<file path="config.mk">
export PLATFORM = sky130hd
export DESIGN_NAME = i2c_host_top
export DESIGN_NICKNAME = d
export VERILOG_FILES = /design/src/logic/i2c_timing_pkg.sv /design/src/logic/i2c_cmd_pkg.sv /design/src/logic/i2c_line_if.sv /design/src/logic/i2c_sync_fifo.sv /design/src/logic/i2c_line_io.sv /design/src/logic/i2c_controller_fsm.sv /design/src/logic/i2c_host_events.sv /design/src/logic/i2c_host_top.sv
export SDC_FILE = /design/constraint.sdc
export NUM_CORES = 1
export LEC_CHECK = 0
export ABC_CLOCK_PERIOD_IN_PS = 3950
export BUFFER_PORTS_ARGS = -buffer_cell sky130_fd_sc_hd__buf_2
export CORE_ASPECT_RATIO = 0.75
export CORE_MARGIN = 4
export CORE_UTILIZATION = 55
export DETAILED_ROUTE_END_ITERATION = 16
export GPL_TIMING_DRIVEN = 0
export PLACE_DENSITY_LB_ADDON = 0.05
export SYNTH_ARGS = -nofsm -noshare
export SYNTH_HDL_FRONTEND = slang
export SYNTH_SLANG_ARGS = --single-unit
</file>
<file path="constraint.sdc">
create_clock -name clk_i -period 3.95 [get_ports clk_i]
set_input_delay 0.1975 -clock clk_i [delete_from_list [all_inputs] [get_ports clk_i]]
set_output_delay 0.1975 -clock clk_i [all_outputs]
set_load 0.01 [all_outputs]
</file>
<file path="src/logic/i2c_timing_pkg.sv">
package i2c_timing_pkg;

  //////////////////////////////////////////////////////////////////////
  // Bus phase lengths in system clock cycles
  //////////////////////////////////////////////////////////////////////

  // SCL low and high times for every data and ACK bit
  localparam int unsigned TLowCycles   = 8;
  localparam int unsigned THighCycles  = 8;

  // Data setup, start hold and stop setup all share this length
  localparam int unsigned TSetupCycles = 4;

  // Wide enough for the longest phase above
  localparam int unsigned TimerW       = 5;

  // Flops between a pin and the FSM
  localparam int unsigned SyncStages   = 2;

  typedef enum logic [3:0] {
    StIdle,
    StStart,
    StBitLow,
    StBitHigh,
    StAckLow,
    StAckHigh,
    StStop,
    StHalted
  } ctrl_state_e;

endpackage

</file>
<file path="src/logic/i2c_cmd_pkg.sv">
package i2c_cmd_pkg;

  //////////////////////////////////////////////////////////////////////
  // Queue sizes
  //////////////////////////////////////////////////////////////////////

  localparam int unsigned FmtDepth = 8;
  localparam int unsigned RxDepth  = 8;

  // Holds every level from empty to full
  localparam int unsigned LevelW   = 4;

  //////////////////////////////////////////////////////////////////////
  // Command and data formats
  //////////////////////////////////////////////////////////////////////

  // For a read entry the byte field is the number of bytes to read
  typedef struct packed {
    logic [7:0] fbyte;
    logic       start;
    logic       stop;
    logic       read;
    logic       nak_ok;
  } fmt_entry_t;

  typedef logic [7:0] rx_byte_t;

  //////////////////////////////////////////////////////////////////////
  // Interrupts
  //////////////////////////////////////////////////////////////////////

  localparam int unsigned IntrCount       = 5;
  localparam int unsigned IntrCmdComplete = 0;
  localparam int unsigned IntrHalt        = 1;
  localparam int unsigned IntrRxOverflow  = 2;
  localparam int unsigned IntrFmtThresh   = 3;
  localparam int unsigned IntrRxThresh    = 4;

  typedef logic [IntrCount-1:0] intr_vec_t;

endpackage

</file>
<file path="src/logic/i2c_line_if.sv">
interface i2c_line_if;

  // Synchronized copies of the bus lines
  logic scl_in;
  logic sda_in;

  // Line requests from the controller, where 0 pulls the line low
  logic scl_req;
  logic sda_req;

  modport io (
    output scl_in,
    output sda_in,
    input  scl_req,
    input  sda_req
  );

  modport ctrl (
    input  scl_in,
    input  sda_in,
    output scl_req,
    output sda_req
  );

endinterface

</file>
<file path="src/logic/i2c_sync_fifo.sv">
module i2c_sync_fifo import i2c_cmd_pkg::*; #(
  parameter type         payload_t = logic [7:0],
  parameter int unsigned Depth     = 8
) (
  input  logic              clk_i,
  input  logic              rst_ni,

  input  logic              wvalid_i,
  output logic              wready_o,
  input  payload_t          wdata_i,

  output logic              rvalid_o,
  input  logic              rready_i,
  output payload_t          rdata_o,

  output logic [LevelW-1:0] level_o
);

  payload_t                   mem_q [Depth];
  logic [$clog2(Depth)-1:0]   wptr_q;
  logic [$clog2(Depth)-1:0]   rptr_q;
  logic [LevelW-1:0]          level_q;
  logic                       do_write;
  logic                       do_read;

  assign wready_o = (level_q != LevelW'(Depth));
  assign rvalid_o = (level_q != '0);
  assign do_write = wvalid_i & wready_o;
  assign do_read  = rvalid_o & rready_i;
  assign rdata_o  = mem_q[rptr_q];
  assign level_o  = level_q;

  always_ff @(posedge clk_i or negedge rst_ni) begin
    if (!rst_ni) begin
      wptr_q  <= '0;
      rptr_q  <= '0;
      level_q <= '0;
    end else begin
      if (do_write) begin
        wptr_q <= (wptr_q == ($clog2(Depth))'(Depth - 1)) ? '0 : wptr_q + 1'b1;
      end
      if (do_read) begin
        rptr_q <= (rptr_q == ($clog2(Depth))'(Depth - 1)) ? '0 : rptr_q + 1'b1;
      end
      // Simultaneous push and pop leave the level unchanged
      if (do_write && !do_read) begin
        level_q <= level_q + 1'b1;
      end else if (do_read && !do_write) begin
        level_q <= level_q - 1'b1;
      end
    end
  end

  always_ff @(posedge clk_i) begin
    if (do_write) begin
      mem_q[wptr_q] <= wdata_i;
    end
  end

endmodule

</file>
<file path="src/logic/i2c_line_io.sv">
module i2c_line_io import i2c_timing_pkg::*; (
  input  logic clk_i,
  input  logic rst_ni,

  input  logic scl_i,
  input  logic sda_i,
  output logic scl_o,
  output logic sda_o,

  i2c_line_if.io line
);

  logic [SyncStages-1:0] scl_sync_q;
  logic [SyncStages-1:0] sda_sync_q;

  // Both lines idle high, so the synchronizers come out of reset released
  always_ff @(posedge clk_i or negedge rst_ni) begin
    if (!rst_ni) begin
      scl_sync_q <= '1;
      sda_sync_q <= '1;
    end else begin
      scl_sync_q <= {scl_sync_q[SyncStages-2:0], scl_i};
      sda_sync_q <= {sda_sync_q[SyncStages-2:0], sda_i};
    end
  end

  assign line.scl_in = scl_sync_q[SyncStages-1];
  assign line.sda_in = sda_sync_q[SyncStages-1];

  // Registered open-drain enables, glitch free at the pins
  always_ff @(posedge clk_i or negedge rst_ni) begin
    if (!rst_ni) begin
      scl_o <= 1'b1;
      sda_o <= 1'b1;
    end else begin
      scl_o <= line.scl_req;
      sda_o <= line.sda_req;
    end
  end

endmodule

</file>
<file path="src/logic/i2c_controller_fsm.sv">
module i2c_controller_fsm import i2c_timing_pkg::*, i2c_cmd_pkg::*; (
  input  logic       clk_i,
  input  logic       rst_ni,

  input  logic       enable_i,
  input  logic       halt_i,

  i2c_line_if.ctrl   line,

  input  logic       fmt_valid_i,
  input  fmt_entry_t fmt_entry_i,
  output logic       fmt_pop_o,

  output logic       rx_push_o,
  output rx_byte_t   rx_byte_o,

  output logic       idle_o,
  output logic       event_nak_o,
  output logic       event_cmd_complete_o
);

  ctrl_state_e       state_q;
  logic [1:0]        step_q;
  logic [TimerW-1:0] timer_q;
  logic [2:0]        bit_cnt_q;
  logic [7:0]        rd_cnt_q;
  logic [7:0]        shift_q;
  logic              scl_q;
  logic              sda_q;
  logic              halt_pend_q;
  logic              push_q;
  logic              nak_q;
  logic              cmd_q;

  logic              wait_high;
  logic              timer_tick;
  logic              timer_done;
  logic              phase_end;
  logic              last_read;
  logic              data_bit;
  logic              entry_done;

  //////////////////////////////////////////////////////////////////////
  // Phase timing
  //////////////////////////////////////////////////////////////////////

  // High phases only count once the target has let SCL go high,
  // which is how clock stretching is honoured
  assign wait_high = (state_q == StBitHigh) || (state_q == StAckHigh) ||
                     (((state_q == StStart) || (state_q == StStop)) && (step_q == 2'd2));
  assign timer_tick = !wait_high || line.scl_in;
  assign timer_done = (timer_q == '0);
  assign phase_end  = timer_done && timer_tick;

  //////////////////////////////////////////////////////////////////////
  // Data and entry bookkeeping
  //////////////////////////////////////////////////////////////////////

  assign last_read = fmt_entry_i.read && (rd_cnt_q <= 8'd1);

  // On reads the controller releases SDA for data and NACKs the last byte
  assign data_bit = (state_q == StAckLow) ? (fmt_entry_i.read ? last_read : 1'b1)
                                          : (fmt_entry_i.read ? 1'b1 : shift_q[7]);

  assign entry_done = (state_q == StAckHigh) && phase_end &&
                      (!fmt_entry_i.read || last_read);

  assign fmt_pop_o            = entry_done;
  assign rx_push_o            = push_q;
  assign rx_byte_o            = shift_q;
  assign idle_o               = (state_q == StIdle);
  assign event_nak_o          = nak_q;
  assign event_cmd_complete_o = cmd_q;
  assign line.scl_req         = scl_q;
  assign line.sda_req         = sda_q;

  always_ff @(posedge clk_i or negedge rst_ni) begin
    if (!rst_ni) begin
      state_q     <= StIdle;
      step_q      <= '0;
      timer_q     <= '0;
      bit_cnt_q   <= '0;
      rd_cnt_q    <= '0;
      shift_q     <= '0;
      scl_q       <= 1'b1;
      sda_q       <= 1'b1;
      halt_pend_q <= 1'b0;
      push_q      <= 1'b0;
      nak_q       <= 1'b0;
      cmd_q       <= 1'b0;
    end else begin
      push_q <= 1'b0;
      nak_q  <= 1'b0;
      cmd_q  <= 1'b0;
      if (!timer_done && timer_tick) begin
        timer_q <= timer_q - 1'b1;
      end

      unique case (state_q)
        StIdle: begin
          if (enable_i && !halt_i && fmt_valid_i) begin
            shift_q   <= fmt_entry_i.fbyte;
            rd_cnt_q  <= fmt_entry_i.fbyte;
            bit_cnt_q <= '0;
            step_q    <= '0;
            if (fmt_entry_i.start) begin
              timer_q <= TimerW'(TSetupCycles - 1);
              state_q <= StStart;
            end else begin
              scl_q   <= 1'b0;
              timer_q <= TimerW'(TLowCycles - 1);
              state_q <= StBitLow;
            end
          end
        end

        // Start and stop walk the same four steps with SDA moves mirrored
        StStart, StStop: begin
          if (phase_end) begin
            timer_q <= TimerW'(TSetupCycles - 1);
            step_q  <= step_q + 1'b1;
            unique case (step_q)
              2'd0: sda_q <= (state_q == StStart);
              2'd1: scl_q <= 1'b1;
              2'd2: sda_q <= (state_q == StStop);
              default: begin
                step_q <= '0;
                if (state_q == StStart) begin
                  scl_q     <= 1'b0;
                  timer_q   <= TimerW'(TLowCycles - 1);
                  bit_cnt_q <= '0;
                  state_q   <= StBitLow;
                end else begin
                  cmd_q       <= !halt_pend_q;
                  halt_pend_q <= 1'b0;
                  state_q     <= halt_pend_q ? StHalted : StIdle;
                end
              end
            endcase
          end
        end

        StBitLow, StAckLow: begin
          // SDA moves in the middle of the low phase, away from both SCL edges
          if (timer_q == TimerW'(TSetupCycles)) begin
            sda_q <= data_bit;
          end
          if (phase_end) begin
            scl_q   <= 1'b1;
            timer_q <= TimerW'(THighCycles - 1);
            state_q <= (state_q == StBitLow) ? StBitHigh : StAckHigh;
          end
        end

        StBitHigh: begin
          if (phase_end) begin
            scl_q     <= 1'b0;
            timer_q   <= TimerW'(TLowCycles - 1);
            shift_q   <= {shift_q[6:0], line.sda_in};
            bit_cnt_q <= bit_cnt_q + 1'b1;
            if (bit_cnt_q == 3'd7) begin
              push_q  <= fmt_entry_i.read;
              state_q <= StAckLow;
            end else begin
              state_q <= StBitLow;
            end
          end
        end

        StAckHigh: begin
          if (phase_end) begin
            scl_q   <= 1'b0;
            timer_q <= TimerW'(TSetupCycles - 1);
            if (!fmt_entry_i.read && line.sda_in && !fmt_entry_i.nak_ok) begin
              // Unexpected NACK: close the transfer, then wait for the halt to clear
              nak_q       <= 1'b1;
              halt_pend_q <= 1'b1;
              state_q     <= StStop;
            end else if (entry_done) begin
              state_q <= fmt_entry_i.stop ? StStop : StIdle;
            end else begin
              rd_cnt_q <= rd_cnt_q - 1'b1;
              timer_q  <= TimerW'(TLowCycles - 1);
              state_q  <= StBitLow;
            end
          end
        end

        StHalted: begin
          if (!halt_i) begin
            state_q <= StIdle;
          end
        end

        default: state_q <= StIdle;
      endcase
    end
  end

endmodule

</file>
<file path="src/logic/i2c_host_events.sv">
module i2c_host_events import i2c_cmd_pkg::*; (
  input  logic              clk_i,
  input  logic              rst_ni,

  input  logic              event_nak_i,
  input  logic              event_cmd_complete_i,
  input  logic              rx_push_i,
  input  logic              rx_space_i,

  input  logic [LevelW-1:0] fmt_level_i,
  input  logic [LevelW-1:0] rx_level_i,
  input  logic [LevelW-1:0] fmt_thresh_i,
  input  logic [LevelW-1:0] rx_thresh_i,

  input  intr_vec_t         intr_enable_i,
  input  intr_vec_t         intr_clear_i,
  output logic              halt_o,
  output intr_vec_t         intr_o
);

  intr_vec_t event_set;
  intr_vec_t sticky_q;
  intr_vec_t intr_state;

  always_comb begin
    event_set                  = '0;
    event_set[IntrCmdComplete] = event_cmd_complete_i;
    event_set[IntrHalt]        = event_nak_i;
    // A pushed byte with no room in the receive queue is lost
    event_set[IntrRxOverflow]  = rx_push_i & ~rx_space_i;
  end

  // A new event wins over a clear in the same cycle
  always_ff @(posedge clk_i or negedge rst_ni) begin
    if (!rst_ni) begin
      sticky_q <= '0;
    end else begin
      sticky_q <= (sticky_q & ~intr_clear_i) | event_set;
    end
  end

  // Threshold bits are plain status and follow the levels
  always_comb begin
    intr_state                = sticky_q;
    intr_state[IntrFmtThresh] = (fmt_level_i < fmt_thresh_i);
    intr_state[IntrRxThresh]  = (rx_level_i > rx_thresh_i);
  end

  assign halt_o = sticky_q[IntrHalt];
  assign intr_o = intr_state & intr_enable_i;

endmodule

</file>
<file path="src/logic/i2c_host_top.sv">
module i2c_host_top import i2c_cmd_pkg::*; (
  input  logic              clk_i,
  input  logic              rst_ni,
  input  logic              host_enable_i,

  input  logic              fmt_valid_i,
  output logic              fmt_ready_o,
  input  fmt_entry_t        fmt_entry_i,

  output logic              rx_valid_o,
  input  logic              rx_ready_i,
  output rx_byte_t          rx_data_o,

  input  logic [LevelW-1:0] fmt_thresh_i,
  input  logic [LevelW-1:0] rx_thresh_i,
  input  intr_vec_t         intr_enable_i,
  input  intr_vec_t         intr_clear_i,
  output intr_vec_t         intr_o,

  output logic              host_idle_o,
  output logic [LevelW-1:0] fmt_level_o,
  output logic [LevelW-1:0] rx_level_o,

  input  logic              scl_i,
  input  logic              sda_i,
  output logic              scl_o,
  output logic              sda_o
);

  fmt_entry_t fmt_head;
  logic       fmt_head_valid;
  logic       fmt_pop;
  logic       rx_push;
  rx_byte_t   rx_byte;
  logic       rx_space;
  logic       event_nak;
  logic       event_cmd_complete;
  logic       halt;

  i2c_line_if u_line_if ();

  //////////////////////////////////////////////////////////////////////
  // Queues
  //////////////////////////////////////////////////////////////////////

  i2c_sync_fifo #(
    .payload_t (fmt_entry_t),
    .Depth     (FmtDepth)
  ) u_fmt_fifo (
    .clk_i,
    .rst_ni,
    .wvalid_i (fmt_valid_i),
    .wready_o (fmt_ready_o),
    .wdata_i  (fmt_entry_i),
    .rvalid_o (fmt_head_valid),
    .rready_i (fmt_pop),
    .rdata_o  (fmt_head),
    .level_o  (fmt_level_o)
  );

  // The controller never waits on this queue, so rx_space only feeds the overflow flag
  i2c_sync_fifo #(
    .payload_t (rx_byte_t),
    .Depth     (RxDepth)
  ) u_rx_fifo (
    .clk_i,
    .rst_ni,
    .wvalid_i (rx_push),
    .wready_o (rx_space),
    .wdata_i  (rx_byte),
    .rvalid_o (rx_valid_o),
    .rready_i (rx_ready_i),
    .rdata_o  (rx_data_o),
    .level_o  (rx_level_o)
  );

  //////////////////////////////////////////////////////////////////////
  // Bus side and events
  //////////////////////////////////////////////////////////////////////

  i2c_line_io u_line_io (
    .clk_i,
    .rst_ni,
    .scl_i,
    .sda_i,
    .scl_o,
    .sda_o,
    .line  (u_line_if)
  );

  i2c_controller_fsm u_controller_fsm (
    .clk_i,
    .rst_ni,
    .enable_i             (host_enable_i),
    .halt_i               (halt),
    .line                 (u_line_if),
    .fmt_valid_i          (fmt_head_valid),
    .fmt_entry_i          (fmt_head),
    .fmt_pop_o            (fmt_pop),
    .rx_push_o            (rx_push),
    .rx_byte_o            (rx_byte),
    .idle_o               (host_idle_o),
    .event_nak_o          (event_nak),
    .event_cmd_complete_o (event_cmd_complete)
  );

  i2c_host_events u_host_events (
    .clk_i,
    .rst_ni,
    .event_nak_i          (event_nak),
    .event_cmd_complete_i (event_cmd_complete),
    .rx_push_i            (rx_push),
    .rx_space_i           (rx_space),
    .fmt_level_i          (fmt_level_o),
    .rx_level_i           (rx_level_o),
    .fmt_thresh_i,
    .rx_thresh_i,
    .intr_enable_i,
    .intr_clear_i,
    .halt_o               (halt),
    .intr_o
  );

endmodule

</file>
## Yosys cells after proc, flatten, opt, wreduce, memory -nomap -nowiden

Memory sizes are Yosys's and may differ from the RTL's.
Cells that the tools add are included.
W data, S select, Z words.

- Memories kept: 2
- Input bits: 37
- Bits in writable memories: 160
- Register bits after elaboration: 67
- Output and inout bits: 26

Memories:

| name | depth | bits a word | read ports | clocked after memory_dff | wr ports | line | text |
|---|---|---|---|---|---|---|---|
| u_fmt_fifo.mem_q | 8 | 12 | 1 | 0 | 1 | i2c_sync_fifo.sv:19 | `payload_t mem_q [Depth];` |
| u_rx_fifo.mem_q | 8 | 8 | 1 | 0 | 1 | i2c_sync_fifo.sv:19 |  |

- $add $sub $neg: 12
- Bitwise gates (word level): 10
- Mux-type cells: 87
- Eq/ne operators: 35
- Magnitude comparators: 3
- Reduce and logical (&&, ||, !) cells: 57

Operator list:

| cell | count |
|---|---|
| $mux W4 | 14 |
| $mux W3 | 16 |
| $mux W8 | 5 |
| $mux W5 | 7 |
| $pmux W8 S2 | 2 |
| $mux W1 | 30 |
| $pmux W4 S6 | 1 |
| $pmux W5 S4 | 1 |
| $eq A4 B3 Y1 const B | 4 |
| $ne A2 B1 Y1 const B | 8 |
| $ne A2 B2 Y1 const B | 8 |
| $add A3 B1 Y3 const B | 5 |
| $eq A3 B3 Y1 const B | 5 |
| $logic_and A1 B1 Y1 | 14 |
| $reduce_bool A2 Y1 | 7 |
| $reduce_and A6 Y1 | 2 |
| $reduce_bool A4 Y1 | 3 |
| $and A5 B5 Y5 | 2 |
| $logic_not A1 Y1 | 10 |
| $pmux W3 S3 | 1 |
| $add A4 B1 Y4 const B | 2 |
| $eq A4 B2 Y1 const B | 2 |
| $le A8 B1 Y1 const B | 1 |
| $mux W2 | 4 |
| 31 further kinds | 50 |

## Depth between registers and ports, before layout

Gate-level depths: netlist (run 1).

- Depth after elaboration: 13
- Mapped depth: 17
- Depth with buffers taken out: 16

## Cells and area by module

Synthesis (run 1) repeated with hierarchy kept, for this count alone.

- Cell total of the unflattened synthesis: 682
- Area, all modules: 10361.2 um2

Modules (own cells, without submodules):

| module | cells an instance | area each (um2) | seq. area each (um2) | instances |
|---|---|---|---|---|
| i2c_sync_fifo at u_fmt_fifo | 204 | 4367.9 | 3133.0 | 1 |
| i2c_sync_fifo at u_rx_fifo | 156 | 3145.5 | 2172.1 | 1 |
| i2c_controller_fsm | 278 | 2381.0 | 878.3 | 1 |
| i2c_host_events | 38 | 309.0 | 75.1 | 1 |
| i2c_line_io | 6 | 157.7 | 157.7 | 1 |

## Worst setup path after synthesis (run 1)

OpenSTA, ideal clock, no wires.

- Kind: reg-to-reg
- Start point: register u_controller_fsm.rd_cnt_q[2]
- End point: register u_fmt_fifo.level_q[3], in the netlist u_fmt_fifo.level_o[3]
- Data required time: 3820 ps
- Clock period less this slack: 3067 ps
- Stages on the path, launching flop included: 15
- Path slack: 883 ps
- Data arrival time: 2937 ps
- Cells stage by stage: dfrtp_1 or4_4 nor4_4 nor3_4 nand2b_4 nor3_4 inv_1 ha_1 inv_1 ha_1 a21o_1 a21oi_1 xnor2_1 nor2_1 xor2_1

- Word-level cells in the longest chain between the ends: 8

Ends and longest elaborated chain:

| what | line | text |
|---|---|---|
| start: declaration | i2c_controller_fsm.sv:26 | `logic [7:0] rd_cnt_q;` |
| start signal: assignment | i2c_controller_fsm.sv:103 | `rd_cnt_q <= fmt_entry_i.fbyte;` |
| start signal: assignment | i2c_controller_fsm.sv:182 | `rd_cnt_q <= rd_cnt_q - 1'b1;` |
| $le A8 B1 Y1 * | i2c_controller_fsm.sv:59 | `assign last_read = fmt_entry_i.read && (rd_cnt_q <= 8'd1);` |
| $logic_and A1 B1 Y1 * | i2c_controller_fsm.sv:59 |  |
| $logic_or A1 B1 Y1 * | i2c_controller_fsm.sv:66 | `(!fmt_entry_i.read \|\| last_read);` |
| $logic_and A1 B1 Y1 * | i2c_controller_fsm.sv:65 | `assign entry_done = (state_q == StAckHigh) && phase_end &&` |
| $and A1 B1 Y1 * | i2c_sync_fifo.sv:29 | `assign do_read = rvalid_o & rready_i;` |
| $logic_not A1 Y1 | i2c_sync_fifo.sv:46 | `if (do_write && !do_read) begin` |
| $logic_and A1 B1 Y1 | i2c_sync_fifo.sv:46 |  |
| $mux W4 / $reduce_bool A2 Y1 (equally long branches) | -- |  |
| end signal: assignment | i2c_sync_fifo.sv:47 | `level_q <= level_q + 1'b1;` |
| end signal: assignment | i2c_sync_fifo.sv:49 | `level_q <= level_q - 1'b1;` |
| end: declaration | i2c_sync_fifo.sv:22 | `logic [LevelW-1:0] level_q;` |

Every way passes the cells marked *; elsewhere a longest branch is shown, timed or not.
A chain may end at the register's enable or synchronous reset.

## Worst setup path after layout (run 1)

- Start point: register u_controller_fsm.step_q[0]
- End point: register u_fmt_fifo.level_q[3], in the netlist u_fmt_fifo.level_o[3]

- Word-level cells in the longest chain between the ends: 12

Ends and longest elaborated chain:

| what | line | text |
|---|---|---|
| start: declaration | i2c_controller_fsm.sv:23 | `logic [1:0] step_q;` |
| start signal: assignment | i2c_controller_fsm.sv:121 | `step_q <= step_q + 1'b1;` |
| $eq A2 B2 Y1 * | i2c_controller_fsm.sv:50 | `(((state_q == StStart) \|\| (state_q == StStop)) && (step_q == 2'd2));` |
| $logic_and A1 B1 Y1 * | i2c_controller_fsm.sv:50 |  |
| $logic_or A1 B1 Y1 * | i2c_controller_fsm.sv:49 | `assign wait_high = (state_q == StBitHigh) \|\| (state_q == StAckHigh) \|\|` |
| $logic_not A1 Y1 * | i2c_controller_fsm.sv:51 | `assign timer_tick = !wait_high \|\| line.scl_in;` |
| $logic_or A1 B1 Y1 * | i2c_controller_fsm.sv:51 |  |
| $logic_and A1 B1 Y1 * | i2c_controller_fsm.sv:53 | `assign phase_end = timer_done && timer_tick;` |
| $logic_and A1 B1 Y1 * (2 in a row) | i2c_controller_fsm.sv:65 |  |
| $and A1 B1 Y1 * | i2c_sync_fifo.sv:29 |  |
| $logic_not A1 Y1 | i2c_sync_fifo.sv:46 |  |
| $logic_and A1 B1 Y1 | i2c_sync_fifo.sv:46 |  |
| $mux W4 / $reduce_bool A2 Y1 (equally long branches) | -- |  |

Marked as above.

==> results.json, run 1 <==
{
  "finalSetupTns_ns": 0,
  "clock.fmax_mhz": 278,
  "r2r_slack_ns": 0.36,
  "slew_viol_final": 0,
  "hold_buffers": 18,
  "muxShareOfSynthArea_pct": 12.8,
  "start_kind": "register",
  "htreeDepth": 1,
  "cts.path.max_buffers": 3,
  "layout_commonest_cell": "edfxtp_1",
  "synthAdderAreaFrac_pct": 4.31,
  "synth_xor_area_share_pct": 0.949,
  "clockRootBuffer": "clkbuf_16",
  "required_ns": 4.33,
  "vias": 6207,
  "routedWlPerCell_um": 19.9,
  "cp-end-kind": "register",
  "crit_type": "register to register",
  "final_nets": 869,
  "antenna_found_initial": 0,
  "yosysWarnings": 0,
  "setup_ws_ns": 0.357,
  "cp.buffers_inverters": 4,
  "path_clk_slew_ns": 0.06,
  "track_usage_pct": 20.9,
  "synth_compound_gate_area_share_pct": 7.86,
  "gp_congestion": 0.897,
  "fin_crit_ns": 3.59,
  "ios": 63,
  "ir_drop_uv": 748,
  "clock_sinks": 224,
  "hold_path_class": "primary input to register",
  "die_w_um": 165,
  "firstDrtPassIters": 5,
  "drive_gt1_share_pct": 26.3,
  "yosys_most_used_dff": "edfxtp_1",
  "core_mm2": 0.0179,
  "synth_edf_count": 160,
  "grt_max_degree": 65,
  "rsz0062_at_grt": "false",
  "area_delta_synth_final_pct": 16.2,
  "total_power_w": 0.00774,
  "powerDensity_mw_per_mm2": 656,
  "place_hpwl_um": 14700,
  "grt-ovfl-total": 0,
  "crit_slowest_cell": "dfrtp_1",
  "path_max_fanout": 10,
  "clk_latency_ns": 0.51,
  "preCtsSetupSlack_ns": 0.382,
  "cts_inserted_buffers": 22,
  "yosysSeqAreaShare_pct": 63.2,
  "ys_ff_latch": 224,
  "period_share_pct": 91.0,
  "post_cts_buffers": 0,
  "slew_headroom_pct": 16.3,
  "rows": 42,
  "drc": 0,
  "synth_cells": 687,
  "async_flop_share_pct": 28.6,
  "syn_area_mm2": 0.0101,
  "finalSetupViolCount": 0,
  "tightest_slew_ns": 1.25,
  "syn_avg_cell_area_um2": 14.8,
  "synth-simple-area-share_pct": 8.36,
  "cp_cell_sequence": "inv_1 -> ha_1 -> buf_2 -> nor2_1 -> o211a_1 -> o21a_1 -> nand2b_4 -> nor3_4 -> inv_1 -> ha_1 -> inv_1 -> ha_1 -> a21o_1 -> a21oi_1 -> xnor2_1 -> nor2_1 -> xor2_1",
  "viasPerCell": 5.87,
  "cp_slowest_stage_delay_ns": 0.39,
  "drv_cap": 0,
  "layout_common_cells": "edfxtp_1 (160), buf_2 (73), dfrtp_1 (56)",
  "yosys.cell_types.count": 71,
  "syn_nets": 757,
  "dieArea_mm2": 0.0207,
  "drt-total-wl_um": 21000,
  "crit_family": "compound AO/OA/AOI/OAI gates",
  "grt_pass1_wl_um": 34000,
  "cts_resized": 0,
  "drt_iter0_drc": 602,
  "die_h_um": 126,
  "grt_pass1_vias": 6305,
  "n_antenna_cell": 0,
  "fin_worst_skew_ns": 0.0156,
  "portBuffers": 60,
  "tritoncts": "yes",
  "status": "finished, final reports clean",
  "initial_core_util_pct": 56.8,
  "hold_viol_final": 0,
  "p_leak_nw": 4.38,
  "drtAntennaViolNets": 0,
  "arrival_ns": 3.98,
  "synth_top_family_by_area": "multiplexers"
}
==> metrics by stage <==
stage | cells | util [%] | hold WS [ns] | cell area, um^2
6_report | 1057 | 66.0 | 0.130 | 11800
5_1_grt | 1057 | 66.0 | 0.162 | 11800
4_1_cts | 1057 | 66.0 | 0.125 | 11800
3_5_place_dp | 999 | 61.0 | 0.309 | 10900
3_3_place_gp | 989 | 60.2 | 0.302 | 10800
2_1_floorplan | 687 | - | -0.0981 | 10100
==> cells in the mapped netlist, types with 12 or more instances <==
library cell | number | area, um^2
edfxtp_1 | 160 | 4800
dfrtp_1 | 56 | 1400
nand2_1 | 42 | 158
mux4_2 | 38 | 856
nor2_1 | 37 | 139
ha_1 | 31 | 388
a21oi_1 | 29 | 145
mux2_2 | 29 | 327
inv_1 | 27 | 101
o21ai_0 | 26 | 130
nor3_1 | 19 | 95.1
buf_2 | 14 | 70.1
clkbuf_1 | 14 | 52.6
mux2i_1 | 12 | 120
==> routing by layer <==
metal  part of all wire (%)  up-vias  global-route usage [%]
met1                     45     3093                    30.9
met2                     47      195                    33.2
li1                       -     2881                       -
met5                      0        -                       0
met3                    5.8       38                    3.43
met4                    2.1        0                    4.69
==> layout make-up <==
class / instances / area [um^2]
sequential: 224 / 6420
fill: 1303 / 6080
multi-input combinational: 402 / 3530
clock buffer: 26 / 586
timing repair buffer: 88 / 573
tap: 242 / 303
buffer: 33 / 145
clock inverter: 14 / 135
inverter: 28 / 105
==> path summary, 6_finish.rpt <==
path | from | endpoint | depth (start not counted)
min in group asynchronous | rst_ni | u_fmt_fifo.level_o[2]$_DFFE_PN0P_ | 2
min | rx_ready_i | u_rx_fifo.rptr_q[0]$_DFFE_PN0P_ | 3
max | u_controller_fsm.step_q[0]$_DFFE_PN0P_ | u_fmt_fifo.level_o[3]$_DFFE_PN0P_ | 17
min reg2reg | u_line_io.sda_sync_q[0]$_DFF_PN1_ | u_line_io.sda_sync_q[1]$_DFF_PN1_ | 0
max in group asynchronous | rst_ni | u_controller_fsm.timer_q[3]$_DFF_PN0_ | 2
max reg2reg | u_controller_fsm.step_q[0]$_DFFE_PN0P_ | u_fmt_fifo.level_o[3]$_DFFE_PN0P_ | 17
==> tightest hold or removal path, cell delays in order <==
cell and delay [ns]:
buf_2 0.10, nand2_1 0.16, a21o_1 0.14
==> registers in the layout (all words and copies together), names as in the netlist, 4 cells and up <==
register and count:
u_controller_fsm.timer_q 5, u_fmt_fifo.level_o 4, u_controller_fsm.rx_byte_o 8, u_rx_fifo.mem_q 64, u_rx_fifo.level_o 4, u_fmt_fifo.mem_q 96, u_controller_fsm.rd_cnt_q 8
==> cells by family after synthesis <==
group,Yosys count
buffers and inverters,61
multiplexers,79
adder cells (fa/ha/maj),34
flip-flops,224
AO/OA/AOI/OAI,121
AND/OR/NAND/NOR,157
XOR/XNOR,11
==> where the power goes <==
group	internal, W	switching, W	total [W]
Clock	0.00120	0.000851	0.00205
Combinational	0.00107	0.00127	0.00234
Sequential	0.00299	0.000355	0.00335
Total	0.00526	0.00247	0.00774
Note: power is estimated with default switching activity, not from simulation.
==> inputs of run 2 (changes only) <==
--- a/config.mk
+++ b/config.mk
@@ -12,7 +12,9 @@
 export CORE_UTILIZATION = 55
 export DETAILED_ROUTE_END_ITERATION = 16
 export GPL_TIMING_DRIVEN = 0
+export HOLD_SLACK_MARGIN = 0.05
 export PLACE_DENSITY_LB_ADDON = 0.05
 export SYNTH_ARGS = -nofsm -noshare
 export SYNTH_HDL_FRONTEND = slang
+export SYNTH_HIERARCHICAL = 1
 export SYNTH_SLANG_ARGS = --single-unit
==> run 2 against run 1 <==
  * Via count increased by 1.8%
  * Final area is 2.0% higher
  * Hold slack lost 0.022 ns
  * Die area increased by 2.0%
  * First-iteration DRC count is 7.3% lower
  * Non-clock buffer count shrank 9
  * Combinational power is 2% lower
  * Clock-buffer cell count is the same
  * Cell count about the same
  * Critical path depth shrank 4
  * Critical path type unchanged
  * Largest power group unchanged
  * Highest routed layer unchanged
==> results.json, run 2 <==
{
  "clock.fmax_mhz": 263,
  "required_ns": 4.32,
  "drt-total-wl_um": 21800,
  "muxShareOfSynthArea_pct": 14.8,
  "clockRootBuffer": "clkbuf_16",
  "total_power_w": 0.00778,
  "ir_drop_uv": 414,
  "synth_xor_area_share_pct": 0.592,
  "antenna_found_initial": 0,
  "r2r_cells": 13,
  "gp_congestion": 0.937,
  "tritoncts": "yes",
  "ios": 63,
  "place_hpwl_um": 14800,
  "n_antenna_cell": 0,
  "area_delta_synth_final_pct": 16.1,
  "vias": 6320,
  "path_max_fanout": 10,
  "start_kind": "register",
  "clock_sinks": 224,
  "powerDensity_mw_per_mm2": 647,
  "synth_most_common_cell": "edfxtp_1",
  "drive_gt1_share_pct": 24.2,
  "path_clk_slew_ns": 0.06,
  "layout_common_cells": "edfxtp_1 (160), buf_2 (62), dfrtp_1 (56)",
  "crit_type": "register to register",
  "synth_edf_count": 160,
  "fin_worst_skew_ns": 0.0130,
  "firstDrtPassIters": 5,
  "syn_avg_cell_area_um2": 15.2,
  "syn_area_mm2": 0.0104,
  "async_flop_share_pct": 28.6,
  "track_usage_pct": 20.6,
  "drc": 0,
  "hold_path_class": "primary input to register",
  "r2r-start": "u_fmt_fifo/rptr_q[1]$_DFFE_PN0P_",
  "largestRegisters": "u_fmt_fifo/mem_q: 96 flops, u_rx_fifo/mem_q: 64 flops",
  "min_from": "rx_ready_i",
  "regMostFlops": "u_fmt_fifo/mem_q",
  "largest_register_ffs": 96,
  "htreeDepth": 1,
  "post_cts_buffers": 0,
  "period_share_pct": 96.4,
  "whs_path_depth": 3,
  "yosysWarnings": 6,
  "drtAntennaViolNets": 0,
  "finalSetupTns_ns": 0,
  "rows": 43,
  "clk_latency_ns": 0.50,
  "layout_commonest_cell": "edfxtp_1",
  "ys_ff_latch": 224,
  "synth_compound_gate_area_share_pct": 7.89,
  "synth-simple-area-share_pct": 8.21,
  "grt-ovfl-total": 0,
  "synth.top_cells.by_area": "edfxtp_1 (46%), dfrtp_1 (14%), mux4_1 (6.8%)",
  "cts.path.max_buffers": 3,
  "initial_core_util_pct": 56.0,
  "drv_cap": 0,
  "slew_headroom_pct": 2.33,
  "finalSetupViolCount": 0,
  "cts_inserted_buffers": 23,
  "tightest_slew_ns": 1.46,
  "routedWlPerCell_um": 20.6,
  "p_leak_nw": 4.57,
  "synth_cells": 682,
  "synth_top_area_cell": "edfxtp_1",
  "syn_nets": 752,
  "r2r_slack_ns": 0.14,
  "slew_viol_final": 0,
  "core_mm2": 0.0185,
  "arrival_ns": 4.17,
  "synth_top_area_share_pct": 46.4,
  "drt_iter0_drc": 558,
  "die_h_um": 127,
  "dieArea_mm2": 0.0211,
  "synth_common_cells": "edfxtp_1 (160), dfrtp_1 (56), nand2_1 (43)",
  "grt_max_degree": 65,
  "status": "finished, final reports clean",
  "yosys.cell_types.count": 70,
  "die_w_um": 166,
  "synth_top_family_by_area": "multiplexers",
  "hold_viol_final": 0,
  "viasPerCell": 5.98,
  "cp-end-kind": "register",
  "grt_pass1_wl_um": 34600,
  "holdPathEnd": "u_rx_fifo/rptr_q[1]$_DFFE_PN0P_",
  "rsz0062_at_grt": "false",
  "worstReg2RegEnd": "u_fmt_fifo/level_o[3]$_DFFE_PN0P_",
  "final_nets": 863,
  "yosysSeqAreaShare_pct": 61.9,
  "portBuffers": 60,
  "yosys_most_used_dff": "edfxtp_1",
  "grt_pass1_vias": 6266,
  "synthAdderAreaFrac_pct": 4.13,
  "fin_crit_ns": 3.81
}
-- run 2: changes by cell type in the layout (fill, tap and decap cells not counted), moves of 4 or more --
cell / before / now
nor2_1: 37 / 32
xnor2_1: 9 / 5
buf_4: 8 / 4
a31oi_1: 5 / 1
nand3_1: 3 / 12
mux4_2: 38 / 13
mux4_1: 0 / 27
nor2b_1: 7 / 3
mux2_2: 29 / 25
buf_2: 73 / 62
mux2_4: 0 / 9
-- run 2: cell type report --
| cell class | count | area (um^2) |
|---|---|---|
| repair buffers | 86 | 562 |
| inverters | 28 | 105 |
| clock inverters | 15 | 143 |
| well taps | 247 | 309 |
| flip-flops and latches | 224 | 6420 |
| clock buffers | 26 | 597 |
| multi-input cells | 404 | 3740 |
| plain buffers | 26 | 158 |
| fillers | 1334 | 6480 |
-- run 2: cells by family (layout without fill, tap and decap cells) --
kind of cell | Yosys count | in the layout
compound gates | 119 | 119
mux | 86 | 86
xor+xnor | 7 | 7
fa+ha+maj | 33 | 33
simple gates | 159 | 159
buf+inv | 54 | 181
flops | 224 | 224
-- run 2: critical path, stage by stage (launching register included) --
cell and delay (ns):
dfrtp_1 0.35, buf_2 0.22, clkbuf_2 0.38, mux4_1 0.36, mux2_4 0.33, o41ai_4 0.12, nor2b_4 0.38, o41ai_4 0.16
ha_2 0.24, inv_2 0.09, ha_1 0.29, or4_1 0.54, o211ai_1 0.11, o211ai_1 0.10
-- run 2: power by group --
group	total, W	internal (W)	leakage (nW)	switching (W)
sequential	0.00340	0.00300	2.24	0.000392
clock	0.00208	0.00123	0.361	0.000855
combinational	0.00230	0.00104	1.97	0.00127
total	0.00778	0.00527	4.57	0.00252
-- run 2: worst max-delay path by stage --
stage | end | slack [ns] | startpoint
after global placement | u_fmt_fifo/level_o[3]$_DFFE_PN0P_ | -0.45 | u_fmt_fifo/rptr_q[1]$_DFFE_PN0P_
after global routing | u_fmt_fifo/level_o[3]$_DFFE_PN0P_ | 0.01 | u_fmt_fifo/rptr_q[0]$_DFFE_PN0P_
after floorplan | u_fmt_fifo/level_o[3]$_DFFE_PN0P_ | 0.50 | u_fmt_fifo/rptr_q[0]$_DFFE_PN0P_
final | u_fmt_fifo/level_o[3]$_DFFE_PN0P_ | 0.14 | u_fmt_fifo/rptr_q[1]$_DFFE_PN0P_
after detailed placement | u_fmt_fifo/level_o[3]$_DFFE_PN0P_ | -0.58 | u_fmt_fifo/rptr_q[1]$_DFFE_PN0P_
after CTS | u_fmt_fifo/level_o[3]$_DFFE_PN0P_ | 0.0009 | u_fmt_fifo/rptr_q[0]$_DFFE_PN0P_
-- run 2: repair_timing --
item	4_1_cts	5_1_grt
hold buffers	18	0
resized for setup	4	5
hold endpoints to repair	157	0
setup endpoints to repair	3	1
-- run 2: per-stage QoR --
stage | hold slack (ns) | worst slack, ns | util (%) | instances | cell area (um^2)
after global routing | 0.119 | 0.0113 | 65.0 | 1056 | 12000
after floorplan | -0.0981 | 0.496 | - | 682 | 10400
final | 0.108 | 0.144 | 65.0 | 1056 | 12000
after CTS | 0.101 | 0.000936 | 64.9 | 1055 | 12000
after global placement | 0.302 | -0.447 | 59.3 | 989 | 11000
after detailed placement | 0.304 | -0.581 | 59.8 | 996 | 11100
-- run 2: metal layers --
metal | wire, um | GRT usage [%] | vias to the layer above
met2 | 9860 | 32.6 | 229
met3 | 1340 | 3.33 | 29
met5 | 0 | 0 | -
li1 | - | - | 2901
met4 | 346 | 3.80 | 0
met1 | 10200 | 31.1 | 3161
==> inputs of run 3 (changes only) <==
--- a/config.mk
+++ b/config.mk
@@ -5,6 +5,7 @@
 export SDC_FILE = /design/constraint.sdc
 export NUM_CORES = 1
 export LEC_CHECK = 0
+export ABC_AREA = 1
 export ABC_CLOCK_PERIOD_IN_PS = 3950
 export BUFFER_PORTS_ARGS = -buffer_cell sky130_fd_sc_hd__buf_2
 export CORE_ASPECT_RATIO = 0.75
@@ -14,6 +15,7 @@
 export GPL_TIMING_DRIVEN = 0
 export HOLD_SLACK_MARGIN = 0.05
 export PLACE_DENSITY_LB_ADDON = 0.05
+export SETUP_SLACK_MARGIN = 0.15
 export SYNTH_ARGS = -nofsm -noshare
 export SYNTH_HDL_FRONTEND = slang
 export SYNTH_HIERARCHICAL = 1
==> run 3 against run 2 <==
  * Clock power grew 2%
  * Register-to-register slack gained 0.46 ns
  * Cell count grew 43%
  * Maximum frequency grew 14%
  * Setup slack gained 0.46 ns
  * Critical endpoint unchanged
==> results.json, run 3 <==
{
  "post_cts_buffers": 0,
  "clock_sinks": 224,
  "initial_core_util_pct": 57.0,
  "fin_area_mm2": 0.0123,
  "setup_ws_ns": 0.600,
  "clockRootBuffer": "clkbuf_16",
  "crit_top_cell": "nand2_1",
  "regMostFlops": "u_fmt_fifo/mem_q",
  "clock.fmax_mhz": 298,
  "arrival_ns": 3.74,
  "htreeDepth": 1,
  "r2r_slack_ns": 0.60,
  "largest_register_ffs": 96,
  "cp.buffers_inverters": 5,
  "cts_resized": 0,
  "hold_buffers": 20,
  "layout_common_cells": "nand2_1 (393), edfxtp_1 (160), nor2_1 (117)",
  "required_ns": 4.34,
  "synth_most_common_cell": "nand2_1",
  "async_flop_share_pct": 28.6,
  "rows": 43,
  "crit_slowest_cell": "dfrtp_1",
  "largestRegisters": "u_fmt_fifo/mem_q: 96 flops, u_rx_fifo/mem_q: 64 flops",
  "tightest_slew_ns": 1.29,
  "yosysWarnings": 6,
  "firstDrtPassIters": 5,
  "p_leak_nw": 5.53,
  "synth_top_area_share_pct": 44.8,
  "synth.top_cells.by_area": "edfxtp_1 (45%), nand2_1 (14%), dfrtp_1 (13%)",
  "area_delta_synth_final_pct": 14.7,
  "drt_iter0_drc": 625,
  "path_max_fanout": 10,
  "layout_commonest_cell": "nand2_1",
  "yosysSeqAreaShare_pct": 59.8,
  "synth_top_area_cell": "edfxtp_1",
  "gp_congestion": 0.867,
  "vias": 7804,
  "antenna_found_initial": 0,
  "ir_drop_uv": 352,
  "grt_pass1_vias": 7352,
  "drive_gt1_share_pct": 14.3,
  "cts_inserted_buffers": 23,
  "slew_headroom_pct": 13.3,
  "place_hpwl_um": 16500,
  "rsz0062_at_grt": "false",
  "syn_area_mm2": 0.0107,
  "powerDensity_mw_per_mm2": 572,
  "core_mm2": 0.0188,
  "drtAntennaViolNets": 0,
  "status": "finished, final reports clean",
  "preCtsSetupSlack_ns": 0.623,
  "track_usage_pct": 22.0,
  "crit_family": "simple AND/OR/NAND/NOR gates",
  "dieArea_mm2": 0.0218,
  "finalSetupViolCount": 0,
  "cts.path.max_buffers": 3,
  "ios": 63,
  "die_w_um": 169,
  "finalSetupTns_ns": 0,
  "syn_avg_cell_area_um2": 9.43,
  "die_h_um": 129,
  "drc": 0,
  "slew_viol_final": 0,
  "synth_cells": 1138,
  "viasPerCell": 5.18,
  "grt-ovfl-total": 0,
  "clk_latency_ns": 0.50,
  "grt_max_degree": 65,
  "fin_worst_skew_ns": 0.00810,
  "grt_pass1_wl_um": 37900,
  "final_nets": 1314,
  "routedWlPerCell_um": 15.7,
  "drv_cap": 0,
  "start_kind": "register",
  "path_clk_slew_ns": 0.06,
  "hold_path_class": "primary input to register",
  "fin_crit_ns": 3.35,
  "cp-end-kind": "register",
  "yosys.cell_types.count": 44,
  "drt-total-wl_um": 23700,
  "post_dp_cell_area_mm2": 0.0113,
  "dp.cells": 1445,
  "synth_common_cells": "nand2_1 (393), edfxtp_1 (160), nor2_1 (117)",
  "tritoncts": "yes",
  "cp_slowest_stage_delay_ns": 0.38,
  "period_share_pct": 84.8,
  "syn_nets": 1208,
  "portBuffers": 60,
  "yosys_most_used_dff": "edfxtp_1",
  "n_antenna_cell": 0,
  "cp_cell_sequence": "buf_2 -> inv_2 -> buf_2 -> o21ai_0 -> o21ai_1 -> nand2_1 -> nand2_1 -> nand2_1 -> nand4_2 -> inv_1 -> nand2_1 -> ha_1 -> inv_1 -> ha_1 -> or2_2 -> nand2_1 -> nand2_1 -> nand3_1 -> nand2_1",
  "synth_edf_count": 160,
  "crit_type": "register to register",
  "instances_no_fill": 1507,
  "hold_viol_final": 0,
  "ys_ff_latch": 224
}
==> run 3: changes by cell type in the layout (fill, tap and decap cells not counted), moves of 18 or more <==
cell	change
mux4_1	-27
nor2_1	+85
a21oi_1	-18
o21ai_1	+35
mux2_2	-25
nand2_1	+350
inv_1	+87
o21ai_0	+30
==> run 3: kinds of logic (layout without fill, tap and decap cells) <==
| family | count (synthesis) | count (layout) | share of synthesized area [%] |
|---|---|---|---|
| AO/OA/AOI/OAI | 130 | 130 | 6.66 |
| XOR/XNOR | 9 | 9 | 0.735 |
| multiplexers | 2 | 2 | 0.187 |
| AND/OR/NAND/NOR | 582 | 582 | 22.2 |
| buffers and inverters | 158 | 280 | 6.45 |
| flip-flops | 224 | 224 | 59.8 |
| adder cells (fa/ha/maj) | 33 | 33 | 3.99 |
==> run 3: final timing paths <==
path	endpoint	start	cells past startpoint
min in group asynchronous	u_controller_fsm/state_q[0]$_DFFE_PN0P_	rst_ni	2
setup reg to reg	u_fmt_fifo/level_o[3]$_DFFE_PN0P_	u_fmt_fifo/rptr_q[1]$_DFFE_PN0P_	19
hold reg to reg	u_line_io/sda_sync_q[1]$_DFF_PN1_	u_line_io/sda_sync_q[0]$_DFF_PN1_	0
setup / recovery	u_fmt_fifo/level_o[3]$_DFFE_PN0P_	u_fmt_fifo/rptr_q[1]$_DFFE_PN0P_	19
hold / removal	u_controller_fsm/timer_q[2]$_DFF_PN0_	host_enable_i	5
max in group asynchronous	u_host_events/sticky_q[2]$_DFF_PN0_	rst_ni	2
==> run 3: final cells by class <==
class	instances	area, um^2
multi-input combinational	756	3620
clock buffer	25	604
sequential	224	6420
fill	1528	6530
clock inverter	16	144
timing repair buffer	81	510
inverter	123	462
buffer	35	230
tap	247	309
==> run 3: worst register-to-register path, cell delays in order, from the launching register on <==
cell and delay, ns:
dfrtp_1 0.38, buf_2 0.19, inv_2 0.11, buf_2 0.25
o21ai_0 0.13, o21ai_1 0.14, nand2_1 0.06, nand2_1 0.15
nand2_1 0.10, nand4_2 0.21, inv_1 0.10, nand2_1 0.22
ha_1 0.22, inv_1 0.09, ha_1 0.34, or2_2 0.31
nand2_1 0.08, nand2_1 0.05, nand3_1 0.07, nand2_1 0.05
==> run 3: through the flow <==
step	util (%)	hold slack, ns	power [W]
floorplan	-	-0.0981	0.00441
global placement	60.2	0.303	0.00487
detailed placement	60.2	0.304	0.00492
CTS	65.3	0.192	0.00707
global route	65.3	0.245	0.00747
finish	65.3	0.223	0.00703
==> run 3: power breakdown <==
group	switching, W	internal [W]
clock network	0.000887	0.00124
logic	0.00104	0.000586
registers	0.000304	0.00297
total	0.00223	0.00480
==> run 3: routing by layer <==
metal  up-vias  global-route usage [%]  part of all wire, %
met3        26                    3.22                  6.2
li1       3915                       -                    -
met5         -                       0                    0
met1      3671                    34.1                   50
met2       192                    33.7                   43
met4         0                    3.60                  1.3
